[src/include/datapath_consts.svh]
// sizes and reset values shared by the datapath RTL, pulled in with `include
`ifndef DATAPATH_CONSTS_SVH
`define DATAPATH_CONSTS_SVH

// width of the internal bus and of every register
`define WORD_WIDTH 32

// general purpose registers R0..R15
`define NUM_REGS 16

// shifts and rotates use this many low bits of operand B
`define SHAMT_WIDTH 5

// PC value after reset
`define PC_RESET 32'h0000_0000

`endif

[src/hw/registerFile.sv]
// general register file, written from the bus and read out to the arbiter as a flat bank
`timescale 1ns/1ps
`default_nettype none

`include "datapath_consts.svh"

module registerFile (
	input  logic                                  Clock,
	input  logic                                  rstN,
	input  logic [`NUM_REGS-1:0]                  regIn,   // one bit per register
	input  logic [`WORD_WIDTH-1:0]                busData,
	output logic [`NUM_REGS-1:0][`WORD_WIDTH-1:0] regData
);

	// every register sits on the arbiter side, the arbiter
	// decides which one reaches the bus

	always_ff @(posedge Clock or negedge rstN) begin
		if (!rstN) begin
			regData <= '0;
		end else begin
			for (int i = 0; i < `NUM_REGS; i++) begin
				if (regIn[i]) regData[i] <= busData; // several may load the same word
			end
		end
	end

endmodule

`default_nettype wire

[config.mk]
export PLATFORM = sky130hd
export DESIGN_NAME = registerFile
export DESIGN_NICKNAME = d
export VERILOG_FILES = /design/src/hw/registerFile.sv
export VERILOG_INCLUDE_DIRS = /design/src /design/src/include
export SDC_FILE = /design/constraint.sdc
export NUM_CORES = 1
export LEC_CHECK = 0
export ABC_AREA = 1
export BUFFER_PORTS_ARGS = -buffer_cell sky130_fd_sc_hd__buf_4
export CAP_MARGIN = 20
export CORE_AREA = 2 2 219 221
export DETAILED_ROUTE_END_ITERATION = 6
export DIE_AREA = 0 0 221 223
export GPL_TIMING_DRIVEN = 0
export MAX_ROUTING_LAYER = met4
export PLACE_DENSITY = 0.8
export SYNTH_ARGS = -nofsm -noshare
export SYNTH_HDL_FRONTEND = slang
export SYNTH_SLANG_ARGS = --single-unit
[constraint.sdc]
create_clock -name Clock -period 1.6 [get_ports Clock]
set_input_delay 0.32 -clock Clock [delete_from_list [all_inputs] [get_ports Clock]]
set_output_delay 0.32 -clock Clock [all_outputs]
set_load 0.02 [all_outputs]
==> summary.md <==
| Metric | Value |
|---|---|
| Status | finished with violations |
| Failing checks | negative hold slack |
| Crit path max-delay family | flip-flops |
| Total wire length | 70.3 mm |
| Area post-placement | 25,400 µm² |
| CTS buffer count | 52 |
| Grt met1 use | 34.1% |
| P per Cell Area | 1230 nW/µm² |
| Leakage power | 15.3 nW |
| Clk root buf | clkbuf_16 |
| Clock power share | 36.6% |
| Sw frac | 29.9% |
| Setup Skew | 0 ns |
| Share of the synthesized area in the top cell type | 62.1% |
| Initial antenna violation count | 0 |
| Critical path arrival | 1.22 ns |
| Commonest non-fill, non-tap cells in the layout | nand2_1 (1,416), buf_4 (582), dfrtp_1 (512) |
| Placed Instances | 3,372 |
| Critical Path RT | 1.28 ns |
| Place WS | -0.169 ns |
| Via count | 17,400 |
| DR WL/cell | 20.2 µm |
| DR iter-0 viols | 1,556 |
| Global-route track usage on met2 | 48.1% |
| First-pass GRT wire length | 106 mm |
| Yosys cell types | 12 |
| Vias in the first global route | 17,800 |
| Share of the cycle needed by the critical path after routing | 96.0% |
| H-tree Lvls | 2 |
| Register share of total power | 44.3% |
| Slowest CP cell | dfrtp_1 |
| Met3 GRT Util | 8.07% |
| CTS Buffer Depth | 3 |
| Die height | 223 µm |
| Setup Buffers After CTS | 0 |
| Startpoint types | flop |
| Psw | 10.1 mW |
| Max-capacitance violation count | 0 |
| Die W | 221 µm |
| Core area | 47,100 µm² |
| Total gr overflow | 0 |
| Critical path class | reg2out |
| Hold Worst Slack | -0.343 ns |
| Hold Path Class | in2async |
| Commonest non-fill, non-tap cell in the layout | nand2_1 |
| GRT Util Overall | 29.1% |
| Yosys warnings | 0 |
| Largest net degree at the start of global routing | 125 |
| Setup TNS | 0 ns |
| # diodes | 0 |
| Total Power | 33.7 mW |
| Syn Area/Cell | 9.21 µm² |
| Routability cong. | 0.912 |
| Minimum clock period after layout | 1.54 ns |
| Fmax achieved | 651 MHz |
| Critical path buffers and inverters | 1 |
| I/O pin cnt | 562 |
| Share of layout cells above drive strength 1 | 32.0% |
| Largest cells by area after synthesis | dfrtp_1 (62%), nand2_1 (26%), nand2_2 (3.6%) |
| DR DRC count | 0 |
| Vias per cell | 4.99 |
| Slew @ Worst Pin | 0.661 ns |
| Slew Viols, Final | 0 |
| Mapped Nets | 2,290 |
| Die outline area | 49,300 µm² |
| Peak VDD IR | 1.17 mV |
| Std cell rows | 80 |
| Max reg flops | 512 |
| Final Hold Viols | 53 |
| Post-route cell area | 27,300 µm² |
| Register area share after synthesis | 62.1% |
| PostCTS Resize Cnt | 0 |
| IO buf count | 513 |
| Post-CTS Hold Buffers | 16 |
| Final cell count without fillers | 3,484 |
| Peak per-stage delay on the critical path | 0.44 ns |
| Cell area after synthesis | 20,600 µm² |
| Synth area leader | dfrtp_1 |
| Top Usage Layer GRT | met2 |
| Crit-path cells | buf_4 |
| Final setup fails | 0 |
| HPWL after DPL | 51.6 mm |
| Crit. End Element | primary output |
| DR pass1 iterations | 5 |
| RSZ-0062 raised after global routing | no |
| Slew headroom | 55.9% |
| Worst r2r src | regData[210] |
| Synth Register Bits | 512 |
| Nets@finish | 2,877 |
| Register name with the most flops | regData |
| Worst skew pair latency | 0.57 ns |
| Clk pin slew, worst setup/hold paths | 0.06 ns |
| Clk sink count | 512 |
| Initial Utilization | 43.7% |
| Biggest regs | regData x512 |
| Internal power | 23.6 mW |
| Worst-path maximum fanout | 2 |
| TritonCTS clock tree | yes |
| Final worst slack | 0.0639 ns |
| Filler Cell Count | 3,909 |
| Core Util, Final | 57.8% |
| Layout area overhead | 32.2% |
| Syn Inst Count | 2,240 |
| Final antenna-violating net count | 0 |
| CP startpoint | regData[397] |
| Logic gate share of total power | 19.1% |
-- area by class of cell --
class | instances | area (µm²) | area share [%]
Buffer | 176 | 1620 | 5.94
Clock buffer | 80 | 1620 | 5.93
Clock inverter | 16 | 125 | 0.459
Inverter | 16 | 123 | 0.450
Multi-Input combinational cell | 1536 | 6070 | 22.3
Sequential cell | 512 | 12800 | 47.0
Tap cell | 615 | 769 | 2.82
Timing Repair Buffer | 533 | 4130 | 15.1
-- layer usage --
metal / routed length [µm] / vias up
li1: - / 7836
met1: 26200 / 8515
met3: 6970 / 164
met4: 2550 / 0
met2: 34600 / 868
met5: 0 / -
-- power groups by stage --
stage               Sequential (mW)  Clock, mW  Combinational [mW]
floorplan                      16.4          0                1.84
global placement               15.0          0                6.22
detailed placement             15.1          0                6.38
CTS                            14.9       12.5                6.45
global route                   15.0       13.0                6.85
finish                         14.9       12.3                6.42
-- worst paths after layout --
kind                                     end  slack [ns]  cells after the start
min in group Clock              regData[365]        0.04                      3
worst max-delay path            regData[397]        0.06                      1
worst max register to register  regData[210]        0.91                      2
worst min register to register   regData[32]        0.47                      2
max in group asynchronous       regData[351]        0.46                      3
worst min-delay path            regData[208]       -0.34                      1
-- cell families (layout without fill, tap and decap cells) --
kind of cell / count (synthesis) / in the layout / synth area share [%]
simple gates: 1536 / 1536 / 29.4
buf+inv: 192 / 821 / 8.45
flops: 512 / 512 / 62.1
-- synth_stat cells --
cell type,count
nand2_1,1416
dfrtp_1,512
nand2_2,120
buf_4,70
buf_6,62
clkbuf_2,29
buf_12,11
inv_4,11
inv_8,4
buf_2,3
buf_8,1
inv_6,1
Power figures use the tool's default switching activity.
