--- config.mk ---
export PLATFORM = sky130hd
export DESIGN_NAME = memInterface
export DESIGN_NICKNAME = d
export VERILOG_FILES = /design/src/hw/memInterface.sv
export VERILOG_INCLUDE_DIRS = /design/src /design/src/include
export SDC_FILE = /design/constraint.sdc
export NUM_CORES = 1
export LEC_CHECK = 0
export BUFFER_PORTS_ARGS = -buffer_cell sky130_fd_sc_hd__clkbuf_2
export CORE_AREA = 4 4 84 86
export CTS_CLUSTER_DIAMETER = 120
export DETAILED_ROUTE_END_ITERATION = 10
export DIE_AREA = 0 0 88 90
export GPL_TIMING_DRIVEN = 0
export PLACE_DENSITY = 0.88
export SLEW_MARGIN = 20
export SYNTH_ARGS = -nofsm -noshare
export SYNTH_HDL_FRONTEND = slang
export SYNTH_SLANG_ARGS = --single-unit
--- constraint.sdc ---
create_clock -name Clock -period 0.9 [get_ports Clock]
set_input_delay 0.045 -clock Clock [delete_from_list [all_inputs] [get_ports Clock]]
set_output_delay 0.045 -clock Clock [all_outputs]
set_load 0.01 [all_outputs]
--- src/include/datapath_consts.svh ---
// sizes and reset values shared by the datapath RTL, pulled in with `include
`ifndef DATAPATH_CONSTS_SVH
`define DATAPATH_CONSTS_SVH

// width of the internal bus and of every register
`define WORD_WIDTH 32

// general purpose registers R0..R15
`define NUM_REGS 16

// shifts and rotates use this many low bits of operand B
`define SHAMT_WIDTH 5

// PC value after reset
`define PC_RESET 32'h0000_0000

`endif

--- src/hw/memInterface.sv ---
// MAR and MDR between the internal bus and external memory
`timescale 1ns/1ps
`default_nettype none

`include "datapath_consts.svh"

module memInterface (
	input  logic                   Clock,
	input  logic                   rstN,
	input  logic                   marIn,
	input  logic                   mdrIn,
	input  logic                   read,
	input  logic [`WORD_WIDTH-1:0] memData,
	input  logic [`WORD_WIDTH-1:0] busData,
	output logic [`WORD_WIDTH-1:0] marAddr,
	output logic [`WORD_WIDTH-1:0] mdrData
);

	logic [`WORD_WIDTH-1:0] mdrNext;

	// read selects the memory side of the MDR input mux
	assign mdrNext = read ? memData : busData;

	always_ff @(posedge Clock or negedge rstN) begin
		if (!rstN) begin
			marAddr <= '0;
			mdrData <= '0;
		end else begin
			if (marIn) marAddr <= busData;
			if (mdrIn) mdrData <= mdrNext;
		end
	end

endmodule

`default_nettype wire

==> impl_metrics.toml <==
[detailed_routing]
drt_wl_total_um = 7710
drt-pass1-iter-count = 5
ant_nets = 0
viasPerCell = 4.73
wl_per_cell_um = 15.9
drt_iter0_drc = 65
dr_total_vias = 2297
drc = 0

[place]
hpwl_um = 5230
placed_area_um2 = 3590
portBuffers = 129
gp_congestion = 0.758

[cts]
cts.htree.levels = 3
clk_pin_slew_ps = 70
clock_latency_ps = 320
numCtsBuffers = 9
cts_tree = "done"
clk_path_buf_depth = 2
clock-sinks = 64
clock-root-buffer = "clkbuf_8"

[timing]
setup_viol = 0
fmax_ghz = 1.11
fin_crit_sh_pct = 99.8
tightest_slew_ps = 330
hold_viol = 0
finClkSkew_ps = 0
fin_crit_ps = 898
rsz0062_at_grt = "yes"
relSlewSlack_pct = 78.0
drv_slew = 0

[synth]
yosys-top-cells-count = "64 x dfrtp_1, 32 x a21oi_1, 32 x mux2i_1, 32 x nor2_1, 30 x mux2_4"
ys_warn_count = 0
synthDistinctLibCells = 9
synthDominantCellAreaShare_pct = 56.7
ys_seq_area_share_pct = 56.7
yosysTopAreaCell = "dfrtp_1"
yosys_most_used_dff = "dfrtp_1"
synth_nets = 276
synth_area_leaders = "dfrtp_1 57%, mux2_4 16%, mux2i_1 11%"
postSynthAreaPerCell_um2 = 13.7
synth-edff-count = 0
mappedNetlistArea_um2 = 2830
async_reset_ff_share_pct = 100
synth_most_common_cell = "dfrtp_1"
synth.ff_latch_count = 64
synthCells = 207

[floorplan]
core-area_um2 = 6280
num_rows = 29
start_util_pct = 45.0
die_x_um = 88
die_area_um2 = 7920
ios = 133
die_h_um = 90

[worst_hold_path]
min_path_type = "in2reg"
holdPathEnd = "mdrData[15]$_DFFE_PN0P_"
hold_depth = 3
min_from = "memData[15]"

[pwr]
pwr_density_cell_nw_per_um2 = 1690
vdd_drop_max_mv = 1.00
power.leakage_nw = 2.26

[global_routing]
grt_pass1_wl_um = 11900
grt_pass1_vias = 2457
grt_overflow_total = 0
antenna_found_initial = 0
grt_max_degree = 44
track_usage_pct = 19.5

[cells_and_area]
finish.net_count = 474
design_area_um2 = 4320
drive_gt1_share_pct = 52.6
n_fill_cell = 451
fin_util_pct = 68.8
syn_to_final_growth_pct = 52.9
diodes = 0

[worst_setup_path]
r2r_end = "marAddr[28]$_DFFE_PN0P_"
r2r_setup_slack_ps = 2
setup.worst_path.start_class = "flop"
critPathArrivalTime_ps = 1100
reg2reg_depth = 2
path_max_fanout = 2
cp-end-kind = "flop"
reg2reg_from = "marAddr[28]$_DFFE_PN0P_"
critPathRequiredTime_ps = 1110
critical_path_class = "reg2reg"

[flow_run]
drv_cap = 0

[outcome]
status = "completed"
==> registers in the layout, summed over array words and instances, names as in the netlist <==
register  count
marAddr      32
mdrData      32
==> worst max-delay path: stages (launching register included) <==
cell and delay (ps):
dfrtp_1 390, buf_4 140, mux2_4 260
==> cells in the final DEF, fill, tap and decap left out, drive strengths merged <==
master       instances
a21oi               32
buf                 48
clkbuf             133
clkinv               1
clkinvlp             1
dfrtp               64
dlygate4sd3         34
mux2                32
mux2i               32
nor2                32
==> worst max path at each step <==
stage	startpoint	slack, ps	endpoint
global route	mdrData[0]$_DFFE_PN0P_	-40	mdrData[0]
floorplan	marAddr[0]$_DFFE_PN0P_	120	marAddr[0]$_DFFE_PN0P_
finish	marAddr[28]$_DFFE_PN0P_	2	marAddr[28]$_DFFE_PN0P_
CTS	marAddr[20]$_DFFE_PN0P_	-20	marAddr[20]
detailed placement	mdrIn	80	mdrData[9]$_DFFE_PN0P_
global placement	rstN	-560	marAddr[26]$_DFFE_PN0P_
==> metrics by stage <==
step / cells / setup TNS, ps / worst slack [ps] / hold slack [ps] / total power [W]
3_5_place_dp: 414 / 0 / 81.3 / -12.7 / 0.00477
3_3_place_gp: 413 / -35380 / -559 / 293 / 0.00470
6_report: 486 / 0 / 2.17 / 23.7 / 0.00731
5_1_grt: 486 / -888 / -36.5 / 34.9 / 0.00767
4_1_cts: 474 / -188 / -20.2 / 5.69 / 0.00728
2_1_floorplan: 207 / 0 / 121 / -251 / 0.00410
==> repair_timing <==
item / in CTS / in global routing
hold endpoints to repair: 96 / 0
setup buffers: 11 / 12
setup endpoints to repair: 36 / 56
hold buffers: 34 / 0
gates resized for setup: 0 / 13
==> kinds of logic after synthesis <==
kind of cell | synth area share [%]
muxes | 28.1
and+or+nand+nor | 4.25
AOI/OAI and AO/OA | 5.67
buffers and inverters | 5.36
DFF | 56.7
==> area by class of cell <==
type / instances / area (µm²) / share of cell area [%]
Multi-Input combinational cell: 128 / 1070 / 24.8
Clock inverter: 2 / 12.5 / 0.290
Tap cell: 77 / 96.3 / 2.23
Buffer: 15 / 151 / 3.50
Clock buffer: 13 / 179 / 4.14
Timing Repair Buffer: 187 / 1210 / 27.9
Sequential cell: 64 / 1600 / 37.1
==> metal layers <==
metal / vias up / part of all wire (%) / track usage, %
met1: 1099 / 39 / 23.3
met3: 7 / 6.3 / 3.66
met2: 80 / 54 / 34.2
met4: 0 / 1.1 / 6.91
met5: - / 0 / 0
li1: 1111 / - / -
==> report_power, final <==
part	switching (W)	leakage, nW	internal (W)	total, W
combinational	0.000733	1.44	0.000938	0.00167
sequential	0.000168	0.731	0.00317	0.00334
clock	0.00101	0.0975	0.00128	0.00229
Power figures use the tool's default switching activity.
