$ cat config.mk
export PLATFORM = sky130hd
export DESIGN_NAME = fetchRegs
export DESIGN_NICKNAME = d
export VERILOG_FILES = /design/src/hw/datapath_pkg.sv /design/src/hw/fetchRegs.sv
export VERILOG_INCLUDE_DIRS = /design/src /design/src/include
export SDC_FILE = /design/constraint.sdc
export NUM_CORES = 1
export LEC_CHECK = 0
export BUFFER_PORTS_ARGS = -buffer_cell sky130_fd_sc_hd__buf_4
export CORE_MARGIN = 2
export CORE_UTILIZATION = 48
export CTS_BUF_LIST = sky130_fd_sc_hd__clkbuf_4 sky130_fd_sc_hd__clkbuf_8
export CTS_CLUSTER_SIZE = 20
export DETAILED_ROUTE_END_ITERATION = 10
export PLACE_DENSITY = 0.82
export SYNTH_ARGS = -nofsm -noshare
export SYNTH_HDL_FRONTEND = slang
export SYNTH_SLANG_ARGS = --single-unit
$ cat constraint.sdc
create_clock -name Clock -period 1.4 [get_ports Clock]
set_clock_uncertainty 0.1 [all_clocks]
set_input_delay 0.28 -clock Clock [delete_from_list [all_inputs] [get_ports Clock]]
set_output_delay 0.28 -clock Clock [all_outputs]
set_load 0.05 [all_outputs]
$ cat src/include/datapath_consts.svh
// sizes and reset values shared by the datapath RTL, pulled in with `include
`ifndef DATAPATH_CONSTS_SVH
`define DATAPATH_CONSTS_SVH

// width of the internal bus and of every register
`define WORD_WIDTH 32

// general purpose registers R0..R15
`define NUM_REGS 16

// shifts and rotates use this many low bits of operand B
`define SHAMT_WIDTH 5

// PC value after reset
`define PC_RESET 32'h0000_0000

`endif

$ cat src/hw/datapath_pkg.sv
// datapath types shared by the bus peers, the arbiter and the top level
`default_nettype none

`include "datapath_consts.svh"

package datapath_pkg;

	// one strobe per bus driver
	typedef struct packed {
		logic pcOut;
		logic mdrOut;
		logic zHighOut;
		logic zLowOut;
		logic cOut;
		logic [`NUM_REGS-1:0] regOut; // bit i puts Ri on the bus
	} busSrcT;

	// register load strobes, sampled on the rising edge
	typedef struct packed {
		logic marIn;
		logic mdrIn;
		logic pcIn;
		logic irIn;
		logic yIn;
		logic zIn;
		logic [`NUM_REGS-1:0] regIn;
	} loadEnT;

	typedef enum logic [3:0] {
		add   = 4'd0,
		sub   = 4'd1,
		andOp = 4'd2,
		orOp  = 4'd3,
		shl   = 4'd4,
		shr   = 4'd5,
		shra  = 4'd6,
		rol   = 4'd7,
		ror   = 4'd8,
		neg   = 4'd9,
		notOp = 4'd10,
		mul   = 4'd11,
		div   = 4'd12,
		incPc = 4'd13
	} aluOpT;

	// register format: three register fields
	typedef struct packed {
		logic [4:0] opcode;
		logic [3:0] ra;
		logic [3:0] rb;
		logic [3:0] rc;
		logic [14:0] unused;
	} regFmtT;

	// immediate format: two registers and a signed constant
	typedef struct packed {
		logic [4:0] opcode;
		logic [3:0] ra;
		logic [3:0] rb;
		logic signed [18:0] imm;
	} immFmtT;

	typedef union packed {
		regFmtT r;
		immFmtT i;
	} instrT;

	// Z is 64 bits so mul and div can return two words
	typedef struct packed {
		logic [`WORD_WIDTH-1:0] high;
		logic [`WORD_WIDTH-1:0] low;
	} zPairT;

endpackage

`default_nettype wire

$ cat src/hw/fetchRegs.sv
// program counter and instruction register, with the sign-extended immediate for cOut
`timescale 1ns/1ps
`default_nettype none

`include "datapath_consts.svh"

module fetchRegs (
	input  logic                   Clock,
	input  logic                   rstN,
	input  logic                   pcIn,
	input  logic                   irIn,
	input  logic [`WORD_WIDTH-1:0] busData,
	output logic [`WORD_WIDTH-1:0] pcData,
	output logic [`WORD_WIDTH-1:0] cData
);

	import datapath_pkg::*;

	instrT ir;

	localparam int immWidth = $bits(ir.i.imm);

	always_ff @(posedge Clock or negedge rstN) begin
		if (!rstN) begin
			pcData <= `PC_RESET;
			ir     <= '0;
		end else begin
			if (pcIn) pcData <= busData;
			if (irIn) ir     <= busData;
		end
	end

	// immediate view of the IR, constant extended to a full word
	assign cData = {{(`WORD_WIDTH-immWidth){ir.i.imm[immWidth-1]}}, ir.i.imm};

endmodule

`default_nettype wire

==> key figures <==
Clock network
  • CTS Buf Count: 5
  • H-tree depth: 2
  • CTS tree: done
  • Skew-Pair Late Insertion Delay: around 0.29 ns
  • Clk sinks: between 50 and 60
  • Max Root-Sink Buffers: 2
  • Clock transition at path regs: about 0.080 ns
  • CTS root buf: clkbuf_8

Cells and area
  • N_diodes: 0
  • Final Util: between 70% and 80%
  • Area delta synth->final: 40.3%
  • Share of layout cells above drive strength 1: between 70 and 80%
  • Design area: slightly above 3000 um^2
  • Final Net Count: 251

Timing
  • Setup TNS: -0.177 ns
  • Max_slew headroom: between 70 and 80%
  • Setup WS post-layout: -0.0174 ns
  • Final hold violation count: 0
  • Min cycle time layout: about 1.4 ns
  • Worst Hold Margin: approximately 0.11 ns
  • Final-report max-slew violation count: 0
  • Fin crit share: 101%
  • Final setup viols: 13
  • FMAX: between 700 and 800 MHz
  • RSZ-0062 raised after global routing: yes
  • Worst Max-Slew Pin Slew: about 0.34 ns

Route
  • Initial drt markers: between 60 and 70
  • TritonRoute pass-1 iters: 2
  • Routed len/inst: ~17 um
  • Antenna Violating Nets Remaining: 0
  • Via/cell ratio: 4.86
  • Drt drc: 0
  • Vias: around 1300
  • DRT Wirelength: around 4500 um

Worst setup path
  • Critical path capture point type: output pin
  • Critical Path Fanout Max: 7
  • Critical Path RT: around 1.0 ns
  • Critical path class: register to output pin
  • Crit path DAT: approximately 1.0 ns
  • CP startpoint kind: register

Yosys
  • Syn avg cell area: ~18 um^2
  • Share of the synthesized area in the top cell type: 58.7%
  • Seq cells post-synth: just over 50
  • Post-synthesis cell count: 121
  • Synth area leader: dfrtp_1
  • Syn Std Cell Area: around 2200 um^2
  • Seq/Total Area, Yosys: 58.7%
  • Yosys warns: 0
  • Synth cell types: 6
  • Syn nets: approximately 160
  • Leading post-synthesis cells by cell area: dfrtp_1, mux2_4, mux2_2

GRT
  • Initial antenna violation count: 0
  • Total congestion overflow: 0
  • Largest net degree at the start of global routing: 27
  • Vias in the first global route: about 1300
  • Total track usage: a little under a fifth
  • First-pass GRT wire length: approximately 7000 um

Floorplanning
  • Die footprint: approximately 5100 um^2
  • Die width: 71.3 um
  • DIE HEIGHT: between 70 and 80 um
  • Core Area: around 4400 um^2
  • Initial Util: around half
  • Row Count: 24
  • Io pins: 100

Power
  • Power Dens Cells: roughly 1300 nW/um^2
  • Worst vdd ir: a little over 0.0007 V
  • Pwr Total: 0.00396 W
  • Leak: approximately 1.6 nW

Placed design
  • Cell Area, Placed: 2870 um^2
  • Dpl hpwl: roughly 3200 um
  • Port bufs: 99
  • RePlAce Congestion: just over 0.7

Hold path
  • Hold WC Path Type: input pin to register

Run status
  • Outcome: finished, violations left
  • Failing checks: setup timing

Job
  • Max-cap check violation count: 0
## where the power goes
group          internal, W  switching (W)  total, W
sequential         0.00162      0.0000906   0.00171
clock             0.000354       0.000431  0.000784
combinational     0.000561       0.000904   0.00147
## cells in the final DEF, fill, tap and decap left out
cell,count
buf_12,3
buf_4,86
buf_6,13
buf_8,3
clkbuf_4,1
clkbuf_8,5
dfrtp_1,50
dfrtp_2,1
dlygate4sd3_1,1
mux2_2,11
mux2_4,40
## metal layers
layer,vias up,routed length [um],track usage [%]
met5,-,0,0
met4,0,49,7.55
met3,5,346,4.78
met2,56,2140,26.7
met1,648,1950,25.7
li1,583,-,-
## synth_stat cells
master   count
mux2_4      40
dfrtp_1     51
buf_4       13
buf_6        5
mux2_2      11
buf_12       1
## through the flow
step,setup WS (ns),cells
2_1_floorplan,0.146,121
3_3_place_gp,0.249,256
3_5_place_dp,0.214,256
4_1_cts,-0.0442,266
5_1_grt,-0.0621,266
6_report,-0.0174,266
## repair_timing
item	in CTS	in global routing
hold buffers	1	0
setup buffers	3	0
gates resized for setup	1	20
endpoints found under the setup margin	14	14
hold endpoints to repair	25	0
## path summary, 6_finish.rpt
| kind | depth (start not counted) | slack (ns) | startpoint | end |
|---|---|---|---|---|
| setup / recovery | 2 | -0.02 | ir[18] | cData[31] |
| setup reg to reg | 2 | 0.32 | ir[18] | ir[18] |
| hold reg to reg | 1 | 0.41 | ir[0] | ir[0] |
| min in group asynchronous | 2 | 0.40 | rstN | pcData[20] |
| hold / removal | 2 | 0.11 | busData[27] | pcData[27] |
| max in group asynchronous | 3 | 0.36 | rstN | pcData[8] |
## flip-flops by register name, summed over array words and instances, names as in the netlist
name / flops
pcData: 32
ir: 19
## worst max-delay path: stages (launching register included)
cell	delay, ns
dfrtp_2	0.44
buf_6	0.15
buf_6	0.15
## logic make-up (layout without fill, tap and decap cells)
group / count (synthesis) / after routing / synth area share [%]
buf+inv: 19 / 112 / 8.00
mux: 51 / 51 / 33.3
flops: 51 / 51 / 58.7
## cell type report
class / count / area, um^2
well taps: 52 / 65.1
repair buffers: 106 / 907
flip-flops and latches: 51 / 1280
clock buffers: 6 / 76.3
multi-input cells: 51 / 724
fillers: 305 / 1300
(Power assumes the default switching activity.)
