**src/include/datapath_consts.svh**
```systemverilog
// sizes and reset values shared by the datapath RTL, pulled in with `include
`ifndef DATAPATH_CONSTS_SVH
`define DATAPATH_CONSTS_SVH

// width of the internal bus and of every register
`define WORD_WIDTH 32

// general purpose registers R0..R15
`define NUM_REGS 16

// shifts and rotates use this many low bits of operand B
`define SHAMT_WIDTH 5

// PC value after reset
`define PC_RESET 32'h0000_0000

`endif

```
**src/hw/datapath_pkg.sv**
```systemverilog
// datapath types shared by the bus peers, the arbiter and the top level
`default_nettype none

`include "datapath_consts.svh"

package datapath_pkg;

	// one strobe per bus driver
	typedef struct packed {
		logic pcOut;
		logic mdrOut;
		logic zHighOut;
		logic zLowOut;
		logic cOut;
		logic [`NUM_REGS-1:0] regOut; // bit i puts Ri on the bus
	} busSrcT;

	// register load strobes, sampled on the rising edge
	typedef struct packed {
		logic marIn;
		logic mdrIn;
		logic pcIn;
		logic irIn;
		logic yIn;
		logic zIn;
		logic [`NUM_REGS-1:0] regIn;
	} loadEnT;

	typedef enum logic [3:0] {
		add   = 4'd0,
		sub   = 4'd1,
		andOp = 4'd2,
		orOp  = 4'd3,
		shl   = 4'd4,
		shr   = 4'd5,
		shra  = 4'd6,
		rol   = 4'd7,
		ror   = 4'd8,
		neg   = 4'd9,
		notOp = 4'd10,
		mul   = 4'd11,
		div   = 4'd12,
		incPc = 4'd13
	} aluOpT;

	// register format: three register fields
	typedef struct packed {
		logic [4:0] opcode;
		logic [3:0] ra;
		logic [3:0] rb;
		logic [3:0] rc;
		logic [14:0] unused;
	} regFmtT;

	// immediate format: two registers and a signed constant
	typedef struct packed {
		logic [4:0] opcode;
		logic [3:0] ra;
		logic [3:0] rb;
		logic signed [18:0] imm;
	} immFmtT;

	typedef union packed {
		regFmtT r;
		immFmtT i;
	} instrT;

	// Z is 64 bits so mul and div can return two words
	typedef struct packed {
		logic [`WORD_WIDTH-1:0] high;
		logic [`WORD_WIDTH-1:0] low;
	} zPairT;

endpackage

`default_nettype wire

```
**src/hw/busArbiter.sv**
```systemverilog
// picks the single driver of the internal bus by fixed priority and flags multiple drivers
`timescale 1ns/1ps
`default_nettype none

`include "datapath_consts.svh"

module busArbiter (
	input  datapath_pkg::busSrcT                     busSrc,
	input  logic [`NUM_REGS-1:0][`WORD_WIDTH-1:0]    regData,
	input  logic [`WORD_WIDTH-1:0]                   mdrData,
	input  logic [`WORD_WIDTH-1:0]                   pcData,
	input  logic [`WORD_WIDTH-1:0]                   cData,
	input  datapath_pkg::zPairT                      zPair,
	output logic [`WORD_WIDTH-1:0]                   busData,
	output logic                                     busConflict
);

	localparam int numSrc = $bits(busSrc);

	logic [$clog2(numSrc+1)-1:0] srcCount; // number of asserted strobes

	// zLow first, registers last with R0 winning among them
	always_comb begin
		busData = '0;
		if (busSrc.zLowOut) busData = zPair.low;
		else if (busSrc.zHighOut) busData = zPair.high;
		else if (busSrc.mdrOut) busData = mdrData;
		else if (busSrc.pcOut) busData = pcData;
		else if (busSrc.cOut) busData = cData;
		else begin
			// walk down so the lowest index is the last one written
			for (int i = `NUM_REGS-1; i >= 0; i--) begin
				if (busSrc.regOut[i]) busData = regData[i];
			end
		end
	end

	always_comb begin
		srcCount = '0;
		for (int i = 0; i < numSrc; i++) begin
			srcCount = srcCount + busSrc[i];
		end
	end

	assign busConflict = (srcCount > 1);

endmodule

`default_nettype wire

```
**config.mk**
```make
export PLATFORM = sky130hd
export DESIGN_NAME = busArbiter
export DESIGN_NICKNAME = d
export VERILOG_FILES = /design/src/hw/datapath_pkg.sv /design/src/hw/busArbiter.sv
export VERILOG_INCLUDE_DIRS = /design/src /design/src/include
export SDC_FILE = /design/constraint.sdc
export NUM_CORES = 1
export LEC_CHECK = 0
export BUFFER_PORTS_ARGS = -buffer_cell sky130_fd_sc_hd__buf_2
export CORE_AREA = 2 2 283 285
export DETAILED_ROUTE_END_ITERATION = 7
export DIE_AREA = 0 0 285 287
export PLACE_DENSITY = 0.3
export SLEW_MARGIN = 20
export SYNTH_ARGS = -nofsm -noshare
export SYNTH_HDL_FRONTEND = slang
export SYNTH_SLANG_ARGS = --single-unit
export TNS_END_PERCENT = 5
```
**constraint.sdc**
```tcl
create_clock -name vclk -period 7.3
set_input_delay 1.095 -clock vclk [all_inputs]
set_output_delay 1.095 -clock vclk [all_outputs]
set_load 0.1 [all_outputs]
```
==> results of run 1 <==
==> critical path, cell delays in order <==
cell and delay (ns):
buf_2 0.12, inv_1 0.06, fa_1 0.70, fa_1 0.51, fa_1 0.49, fa_1 0.51
fa_1 0.40, inv_1 0.08, fa_1 0.19, inv_1 0.07, fa_1 0.43, a2111oi_0 0.45
a21oi_1 0.06, or4_1 0.54, buf_12 0.19
==> synthesized netlist by cell type (all sizes together) (12+ instances only) <==
library cell    n
o31ai          14
nor2           53
nor3           26
inv            51
a211oi         18
o22ai          88
nand2b         18
a21oi          32
nand4          13
fa             15
a31oi          34
a221oi         31
o211ai         49
a22oi          68
a21boi         13
nor2b          12
o221ai         14
o21ai         130
a2111oi        20
nand2         124
clkbuf         95
==> kinds of logic after synthesis <==
family,share of synthesized area
simple gates,0.232
buf+inv,0.0983
fa+ha+maj,0.0602
compound gates,0.610
==> cells in the final DEF, fill, tap and decap left out, types with 11 or more instances in the layout <==
master	count
buf_2	723
nand2_1	124
o21ai_0	114
o22ai_1	88
a22oi_1	68
nor2_1	51
inv_1	50
o211ai_1	49
buf_4	46
a31oi_1	34
a21oi_1	32
a221oi_1	31
nor3_1	24
nand2b_1	18
a211oi_1	17
fa_1	15
o221ai_1	14
o31ai_1	14
diode_2	13
a21boi_0	13
nand4_1	13
or3b_2	11
or3_1	11
==> through the flow <==
stage / power [W] / instances / utilization / setup slack [ns]
after floorplan: 0.000514 / 1012 / - / 0.0544
after global placement: 0.000965 / 2731 / 0.143 / 0.224
after detailed placement: 0.000961 / 2731 / 0.143 / 0.280
after CTS: 0.000966 / 2731 / 0.143 / 0.285
after global routing: 0.00104 / 2739 / 0.143 / 0.0540
final: 0.000955 / 2744 / 0.143 / 0.267
==> worst paths after layout <==
check	from	end	slack [ns]	cells after the start
max	busSrc[13]	busConflict	0.27	15
min	zPair[41]	busData[9]	2.69	4
==> power by group through the flow <==
stage	sequential (W)	clock [W]	combinational, W
after floorplan	0	0	0.000514
after global routing	0	0.000000000147	0.00104
after CTS	0	0	0.000966
after global placement	0	0	0.000965
after detailed placement	0	0	0.000961
final	0	0.0000000000887	0.000955
==> layer usage <==
layer,GRT usage,routed length (µm),up-vias
li1,-,-,5339
met1,0.218,31500,5620
met2,0.255,31400,629
met3,0.0372,5640,75
met4,0.0292,1300,12
met5,0,78,-
==> layout make-up <==
type                       count  area share
multi-input combinational    853       0.504
antenna                       13     0.00289
inverter                      56      0.0187
tap                         1050       0.117
timing repair buffer         772       0.358
==> out/metrics.yaml, run 1 <==
timing:
  holdWs_ns: 2.69
  hold_violations: 0
  finalSetupTns_ns: 0
  fmax_mhz: 142
  rsz0062_at_grt: "false"
  slew_violations: 0
  max_slew_margin: 0.293
  max_slew.worst_pin.slew_ns: 1.06
  post-route-min-period_ns: 7.03
  fin_crit_sh: 0.963
  setup_violations: 0
global_routing:
  antenna_found_initial: 23
  grt_pass1_vias: 11900
  grt_pass1_wl_mm: 92.6
  grt_max_degree: 48
  grt.total_usage: 0.159
  gr-total-overflow: 0
floorplan:
  num_rows: 103
  die_w_um: 285
  die_area_um2: 81800
  die_height_um: 287
  core_area_um2: 78600
  floorplan.initialDensity: 0.0793
  num_io_pins: 726
run_status:
  status: "completed"
layout:
  clock_buffers: 0
  fin_nets: 2397
  seqCellArea_um2: 0
  drive_gt1_frac: 0.487
  multi_input_area_um2: 5670
  area_growth_pct: 80.3
  fill_cells: 9298
  fin_area_um2: 11200
  nFlopsAndLatches: 0
pwr:
  ir_drop_mv: 0.104
  power.leakage_nw: 4.89
  power.density_nw_per_um2: 84.9
  p_comb_frac: 1.000
  p_seq_frac: 0
  p_int_w: 0.000338
  clkPwrFrac: 0
  p_switching_w: 0.000616
  swShare: 0.646
routing:
  drtAntennaViolNets: 0
  vias: 11700
  wl_per_cell_um: 25.5
  drt_wl_total_mm: 69.9
  viasPerCell: 4.25
  dr.first_iter.drc_count: 857
  drt_pass1_iterations: 5
  drc: 0
run:
  drv_cap: 0
worst_setup_path:
  crit_fanout: 5
  endpoint_kind: "primary output"
  critPathKind: "input port to primary output"
  critPathLaunchType: "input port"
  worstPathRequired_ns: 6.20
  crit_arrival_ns: 5.94
yosys:
  synth_area_um2: 6240
  syn_inst: 1012
  synth_top_cell_area_share: 0.0915
  yosysUniqueCellTypes: 49
  yosys.area.top_type: "o21ai_0"
  synth_top_cells_by_area: "o21ai_0, o22ai_1, a22oi_1"
  yosys_warnings: 0
  seq_area_frac_synth: 0
  synth.net_count: 1726
  avgSynthCellArea_um2: 6.16
hold_path:
  min_path_type: "input port to primary output"
clock_tree:
  cts_setup_buffers: 0
  post_cts_hold_buffer_count: 0
  ctsResizeCount: 0
place:
  placed_area_um2: 11200
  io_buffer_count: 726
  dp_hpwl_mm: 60.6
  place.gp.congestion: 0.936
No activity file was read; power rests on OpenSTA's default activity.
==> inputs of run 2 (changes only) <==
==> constraint.sdc (replaced) <==
create_clock -name vclk -period 7.3
set_input_delay 0.365 -clock vclk [all_inputs]
set_output_delay 0.365 -clock vclk [all_outputs]
set_load 0.1 [all_outputs]
==> run 2 against run 1 <==
Hold slack worse by 1.3 ns. Core utilization is 0.16 points lower. Die area stayed put. Final area is 1.1% lower. Critical path type unchanged. Via count is 0.39% lower. Highest routed layer unchanged. Final cell count is 0.40% lower.
==> out/metrics.yaml, run 2 (synthesized netlist as in run 1, its figures left out) <==
run_status:
  status: "completed"
timing:
  fmax_mhz: 163  # +15%
  slew_violations: 0  # unchanged
  fin_crit_sh: 0.840  # -0.123
  post-route-min-period_ns: 6.13  # -0.900 ns
  max_slew.worst_pin.slew_ns: 1.06  # -0.000704 ns
  max_slew_margin: 0.293  # +0.000470
  setup_violations: 0  # unchanged
  hold_violations: 0  # unchanged
  rsz0062_at_grt: "false"
  finalSetupTns_ns: 0  # unchanged
hold_path:
  min_path_type: "input port to primary output"
  min_delay_path_depth: 4  # unchanged
  whs_endpoint: "busData[6]"
  min_from: "zPair[38]"
routing:
  drt_wl_total_mm: 69.4  # -0.65%
  drc: 0  # unchanged
  drtAntennaViolNets: 0  # unchanged
  viasPerCell: 4.26  # about the same
  vias: 11600  # -0.39%
  dr.first_iter.drc_count: 923  # +7.7%
  wl_per_cell_um: 25.4  # -0.25%
  drt_pass1_iterations: 5  # unchanged
floorplan:
  die_height_um: 287  # unchanged
  core_area_um2: 78600  # unchanged
  die_area_um2: 81800  # unchanged
  num_io_pins: 726  # unchanged
  floorplan.initialDensity: 0.0793  # unchanged
  num_rows: 103  # unchanged
  die_w_um: 285  # unchanged
run:
  drv_cap: 0  # unchanged
place:
  dp.cells: 2720  # -0.40%
  dp_hpwl_mm: 60.1  # -0.83%
  io_buffer_count: 726  # unchanged
  place.gp.congestion: 0.930  # -0.69%
  placed_area_um2: 11100  # -1.1%
layout:
  drive_gt1_frac: 0.484  # -0.00338
  instances_no_fill: 2733  # -0.40%
  nFlopsAndLatches: 0  # unchanged
  fin_area_um2: 11100  # -1.1%
  clock_buffers: 0  # unchanged
  seqCellArea_um2: 0  # unchanged
  fin_nets: 2386  # -0.46%
  layout_commonest_cell: "buf_2"
  final_cell_mix: "buf_2, nand2_1, o21ai_0"
  area_growth_pct: 78.3
worst_setup_path:
  critPathLaunchType: "input port"
  timing.critical_path.slowest_stage_cell: "fa_1"
  cp_common_cell: "fa_1"
  worstPathRequired_ns: 6.93  # +0.73 ns
  cpLargestDelayFamily: "adder cells"
  path_cells: "buf_2 > clkinv_1 > fa_1 > fa_1 > fa_1 > fa_1 > fa_1 > inv_1 > fa_1 > inv_1 > fa_1 > a2111oi_0 > a21oi_1 > or4_1 > buf_2"
  critPathKind: "input port to primary output"
  path_buf_inv: 5  # unchanged
  crit_fanout: 16  # +11
  endpoint_kind: "primary output"
  max_stage_delay_ns: 0.77  # +0.07 ns
  crit_arrival_ns: 5.77  # -0.17 ns
pwr:
  power.density_nw_per_um2: 83.3  # -1.8%
  ir_drop_mv: 0.0623  # -40%
  power.leakage_nw: 4.82  # -1.5%
global_routing:
  grt_pass1_vias: 11700  # -1.9%
  grt_max_degree: 69  # +44%
  grt_pass1_wl_mm: 91.6  # -1.0%
  grt.total_usage: 0.158  # -0.00145
  antenna_found_initial: 22  # -4.3%
  gr-total-overflow: 0  # unchanged
clock_tree:
  ctsResizeCount: 0  # unchanged
  cts_setup_buffers: 0  # unchanged
  post_cts_hold_buffer_count: 0  # unchanged
==> run 2: cell count changes in the layout (fill, tap and decap cells not counted), sizes merged <==
cell  previous run  this run
buf            772       761
==> run 2: cell type report <==
| cell class | instances | area [µm²] |
|---|---|---|
| antenna | 13 | 32.5 |
| fill | 9385 | 67500 |
| inverter | 56 | 210 |
| tap | 1050 | 1310 |
| timing repair buffer | 761 | 3900 |
| multi-input combinational | 853 | 5670 |
==> run 2: layer usage <==
layer  wire, µm  share of wire  up-vias  track usage
li1           -              -     5314            -
met1      31100           0.45     5586        0.215
met2      31400           0.45      628        0.254
met3       5210          0.075       92       0.0356
met4       1600          0.023       10       0.0321
met5         62        0.00089        -            0
==> run 2: worst max path at each step <==
stage | from | to | slack (ns) | cells after the start
floorplan | busSrc[5] | busConflict | 1.51 | 15
global placement | busSrc[0] | busConflict | 1.02 | 15
detailed placement | busSrc[0] | busConflict | 1.14 | 15
CTS | busSrc[0] | busConflict | 1.11 | 15
global route | busSrc[0] | busConflict | 0.84 | 15
finish | busSrc[0] | busConflict | 1.17 | 15
==> run 2: where the power goes <==
| group | internal (W) | total, W | switching, W |
|---|---|---|---|
| combinational | 0.000313 | 0.000927 | 0.000613 |
| clock | 0.000000000212 | 0.000000000213 | 0 |
| sequential | 0 | 0 | 0 |
| total | 0.000313 | 0.000927 | 0.000613 |
==> run 2: per-stage QoR <==
| step | util | worst slack [ns] | power (W) | hold slack, ns |
|---|---|---|---|---|
| 3_3_place_gp | 0.141 | 1.02 | 0.000936 | 1.35 |
| 5_1_grt | 0.141 | 0.841 | 0.00101 | 1.38 |
| 3_5_place_dp | 0.141 | 1.14 | 0.000930 | 1.34 |
| 4_1_cts | 0.141 | 1.11 | 0.000934 | 1.34 |
| 6_report | 0.141 | 1.17 | 0.000927 | 1.35 |
| 2_1_floorplan | - | 1.51 | 0.000514 | 1.19 |
==> run 2: worst min-delay path: cells and delay by family <==
kind,cells,cell delay (ns)
buf+inv,2,0.39
compound gates,2,0.23
==> inputs of run 3 (changes only) <==
Settings changed: CORE_AREA 2 2 283 285 to 2 2 279 281, DIE_AREA 0 0 285 287 to 0 0 281 283.
Clock period 7.3 ns to 5.12 ns, I/O delays scaled along.
==> run 3 against run 2 <==
Core utilization up 0.47 points. Final area grew 0.84%. Wire length rose by 4.4%. Combinational power rose by 53%. Hold slack got worse by 0.21 ns. First-iteration DRC count is 33% lower. Clock-buffer cell count unchanged. Critical path depth unchanged. Sequential share of layout area unchanged. Non-clock buffer count increased by 10. Global-route usage rose by 1.5 points. Power is 53% higher.
==> out/metrics.yaml, run 3 (synthesized netlist as in run 1, its figures left out) <==
run_status:
  status: "completed"
pwr:
  p_comb_frac: 1.000  # about the same
  clkPwrFrac: 0  # unchanged
  swShare: 0.637  # -0.0248
  p_total_w: 0.00142  # +53%
  power.density_nw_per_um2: 126  # +52%
  p_int_w: 0.000514  # +64%
  p_switching_w: 0.000902  # +47%
  power.leakage_nw: 4.87  # +1.1%
  ir_drop_mv: 0.143  # +130%
  p_seq_frac: 0  # unchanged
place:
  io_buffer_count: 726  # unchanged
  placed_area_um2: 11200  # +0.90%
  dp_hpwl_mm: 62.9  # +4.6%
  place.gp.congestion: 0.929  # about the same
routing:
  drt_wl_total_mm: 72.5  # +4.4%
  drt_pass1_iterations: 5  # unchanged
  vias: 11700  # +0.35%
  drc: 0  # unchanged
  wl_per_cell_um: 26.6  # +4.6%
  viasPerCell: 4.28  # +0.46%
  drtAntennaViolNets: 0  # unchanged
  dr.first_iter.drc_count: 617  # -33%
layout:
  utilization: 0.146  # +0.00475
  area_growth_pct: 79.8
  clock_buffers: 0  # unchanged
  multi_input_area_um2: 5690  # +0.38%
  nFlopsAndLatches: 0  # unchanged
  seqCellArea_um2: 0  # unchanged
  fill_cells: 9124  # -2.8%
  drive_gt1_frac: 0.489  # +0.00545
  fin_nets: 2396  # +0.42%
  fin_area_um2: 11200  # +0.84%
  layout_commonest_cell: "buf_2"
  final_cell_mix: "buf_2, nand2_1, o21ai_0"
hold_path:
  min_path_type: "input port to primary output"
worst_setup_path:
  max_stage_delay_ns: 0.53  # -0.24 ns
  path_cells: "buf_2 > inv_1 > fa_1 > fa_1 > fa_1 > fa_1 > fa_1 > inv_1 > fa_1 > inv_1 > fa_1 > a2111oi_2 > a21oi_1 > or4_4 > buf_12"
  worstPathRequired_ns: 4.86  # -2.07 ns
  cpLargestDelayFamily: "adder cells"
  cp_common_cell: "fa_1"
  critPathLaunchType: "input port"
  critPathKind: "input port to primary output"
  crit_arrival_ns: 4.65  # -1.12 ns
  path_buf_inv: 5  # unchanged
  endpoint_kind: "primary output"
  crit_fanout: 2  # -14
  timing.critical_path.slowest_stage_cell: "fa_1"
run:
  drv_cap: 0  # unchanged
timing:
  rsz0062_at_grt: "false"
  fin_crit_sh: 0.959
  max_slew.worst_pin.slew_ns: 1.14  # +0.0821 ns
  hold_violations: 0  # unchanged
  post-route-min-period_ns: 4.91
  max_slew_margin: 0.238  # -0.0547
  setup_violations: 0  # unchanged
  fmax_mhz: 204
  finalSetupTns_ns: 0  # unchanged
  slew_violations: 0  # unchanged
floorplan:
  num_rows: 102  # -0.97%
  die_height_um: 283  # -1.4%
  floorplan.initialDensity: 0.0813  # +0.00198
  die_w_um: 281  # -1.4%
  core_area_um2: 76700  # -2.4%
  num_io_pins: 726  # unchanged
  die_area_um2: 79500  # -2.8%
global_routing:
  grt_max_degree: 48  # -30%
  grt.total_usage: 0.172  # +0.0146
  gr-total-overflow: 0  # unchanged
  grt_pass1_vias: 12500  # +6.4%
  grt_pass1_wl_mm: 97.2  # +6.1%
  antenna_found_initial: 27  # +23%
clock_tree:
  cts_setup_buffers: 0  # unchanged
run 3: through the flow:
step,hold slack [ns],worst slack [ns],instances
after floorplan,0.975,0.0144,1012
after global placement,1.14,-0.124,2720
after detailed placement,1.14,-0.00802,2720
after CTS,1.14,0.0206,2720
after global routing,1.16,0.00557,2723
final,1.14,0.212,2730
run 3: path summary, 6_finish.rpt:
check / startpoint / end / cells after the start / slack (ns)
hold / removal: zPair[30] / busData[30] / 4 / 1.14
setup / recovery: busSrc[7] / busConflict / 15 / 0.21
run 3: what timing repair did:
item / in CTS / in global routing
hold buffers: 0 / 0
pin swaps: 0 / 2
endpoints found under the setup margin: 1 / 1
gates resized for setup: 2 / 0
run 3: power by group through the flow:
stage / registers (W) / logic [W] / clock network (W)
4_1_cts: 0 / 0.00144 / 0
3_5_place_dp: 0 / 0.00141 / 0
2_1_floorplan: 0 / 0.000744 / 0
3_3_place_gp: 0 / 0.00141 / 0
6_report: 0 / 0.00142 / 0.0000000000842
5_1_grt: 0 / 0.00153 / 0.0000000000789
run 3: final cells by class:
type	count	share of cell area
well taps	1040	0.116
diodes	10	0.00223
multi-input cells	853	0.507
repair buffers	771	0.356
inverters	56	0.0187
run 3: layer usage:
metal,up-vias,share of wire,routed length [µm],global-route usage
met5,-,0.0014,101,0
met4,14,0.031,2270,0.0492
met3,105,0.065,4730,0.0302
met2,662,0.51,36800,0.319
met1,5558,0.40,28700,0.200
li1,5332,-,-,-
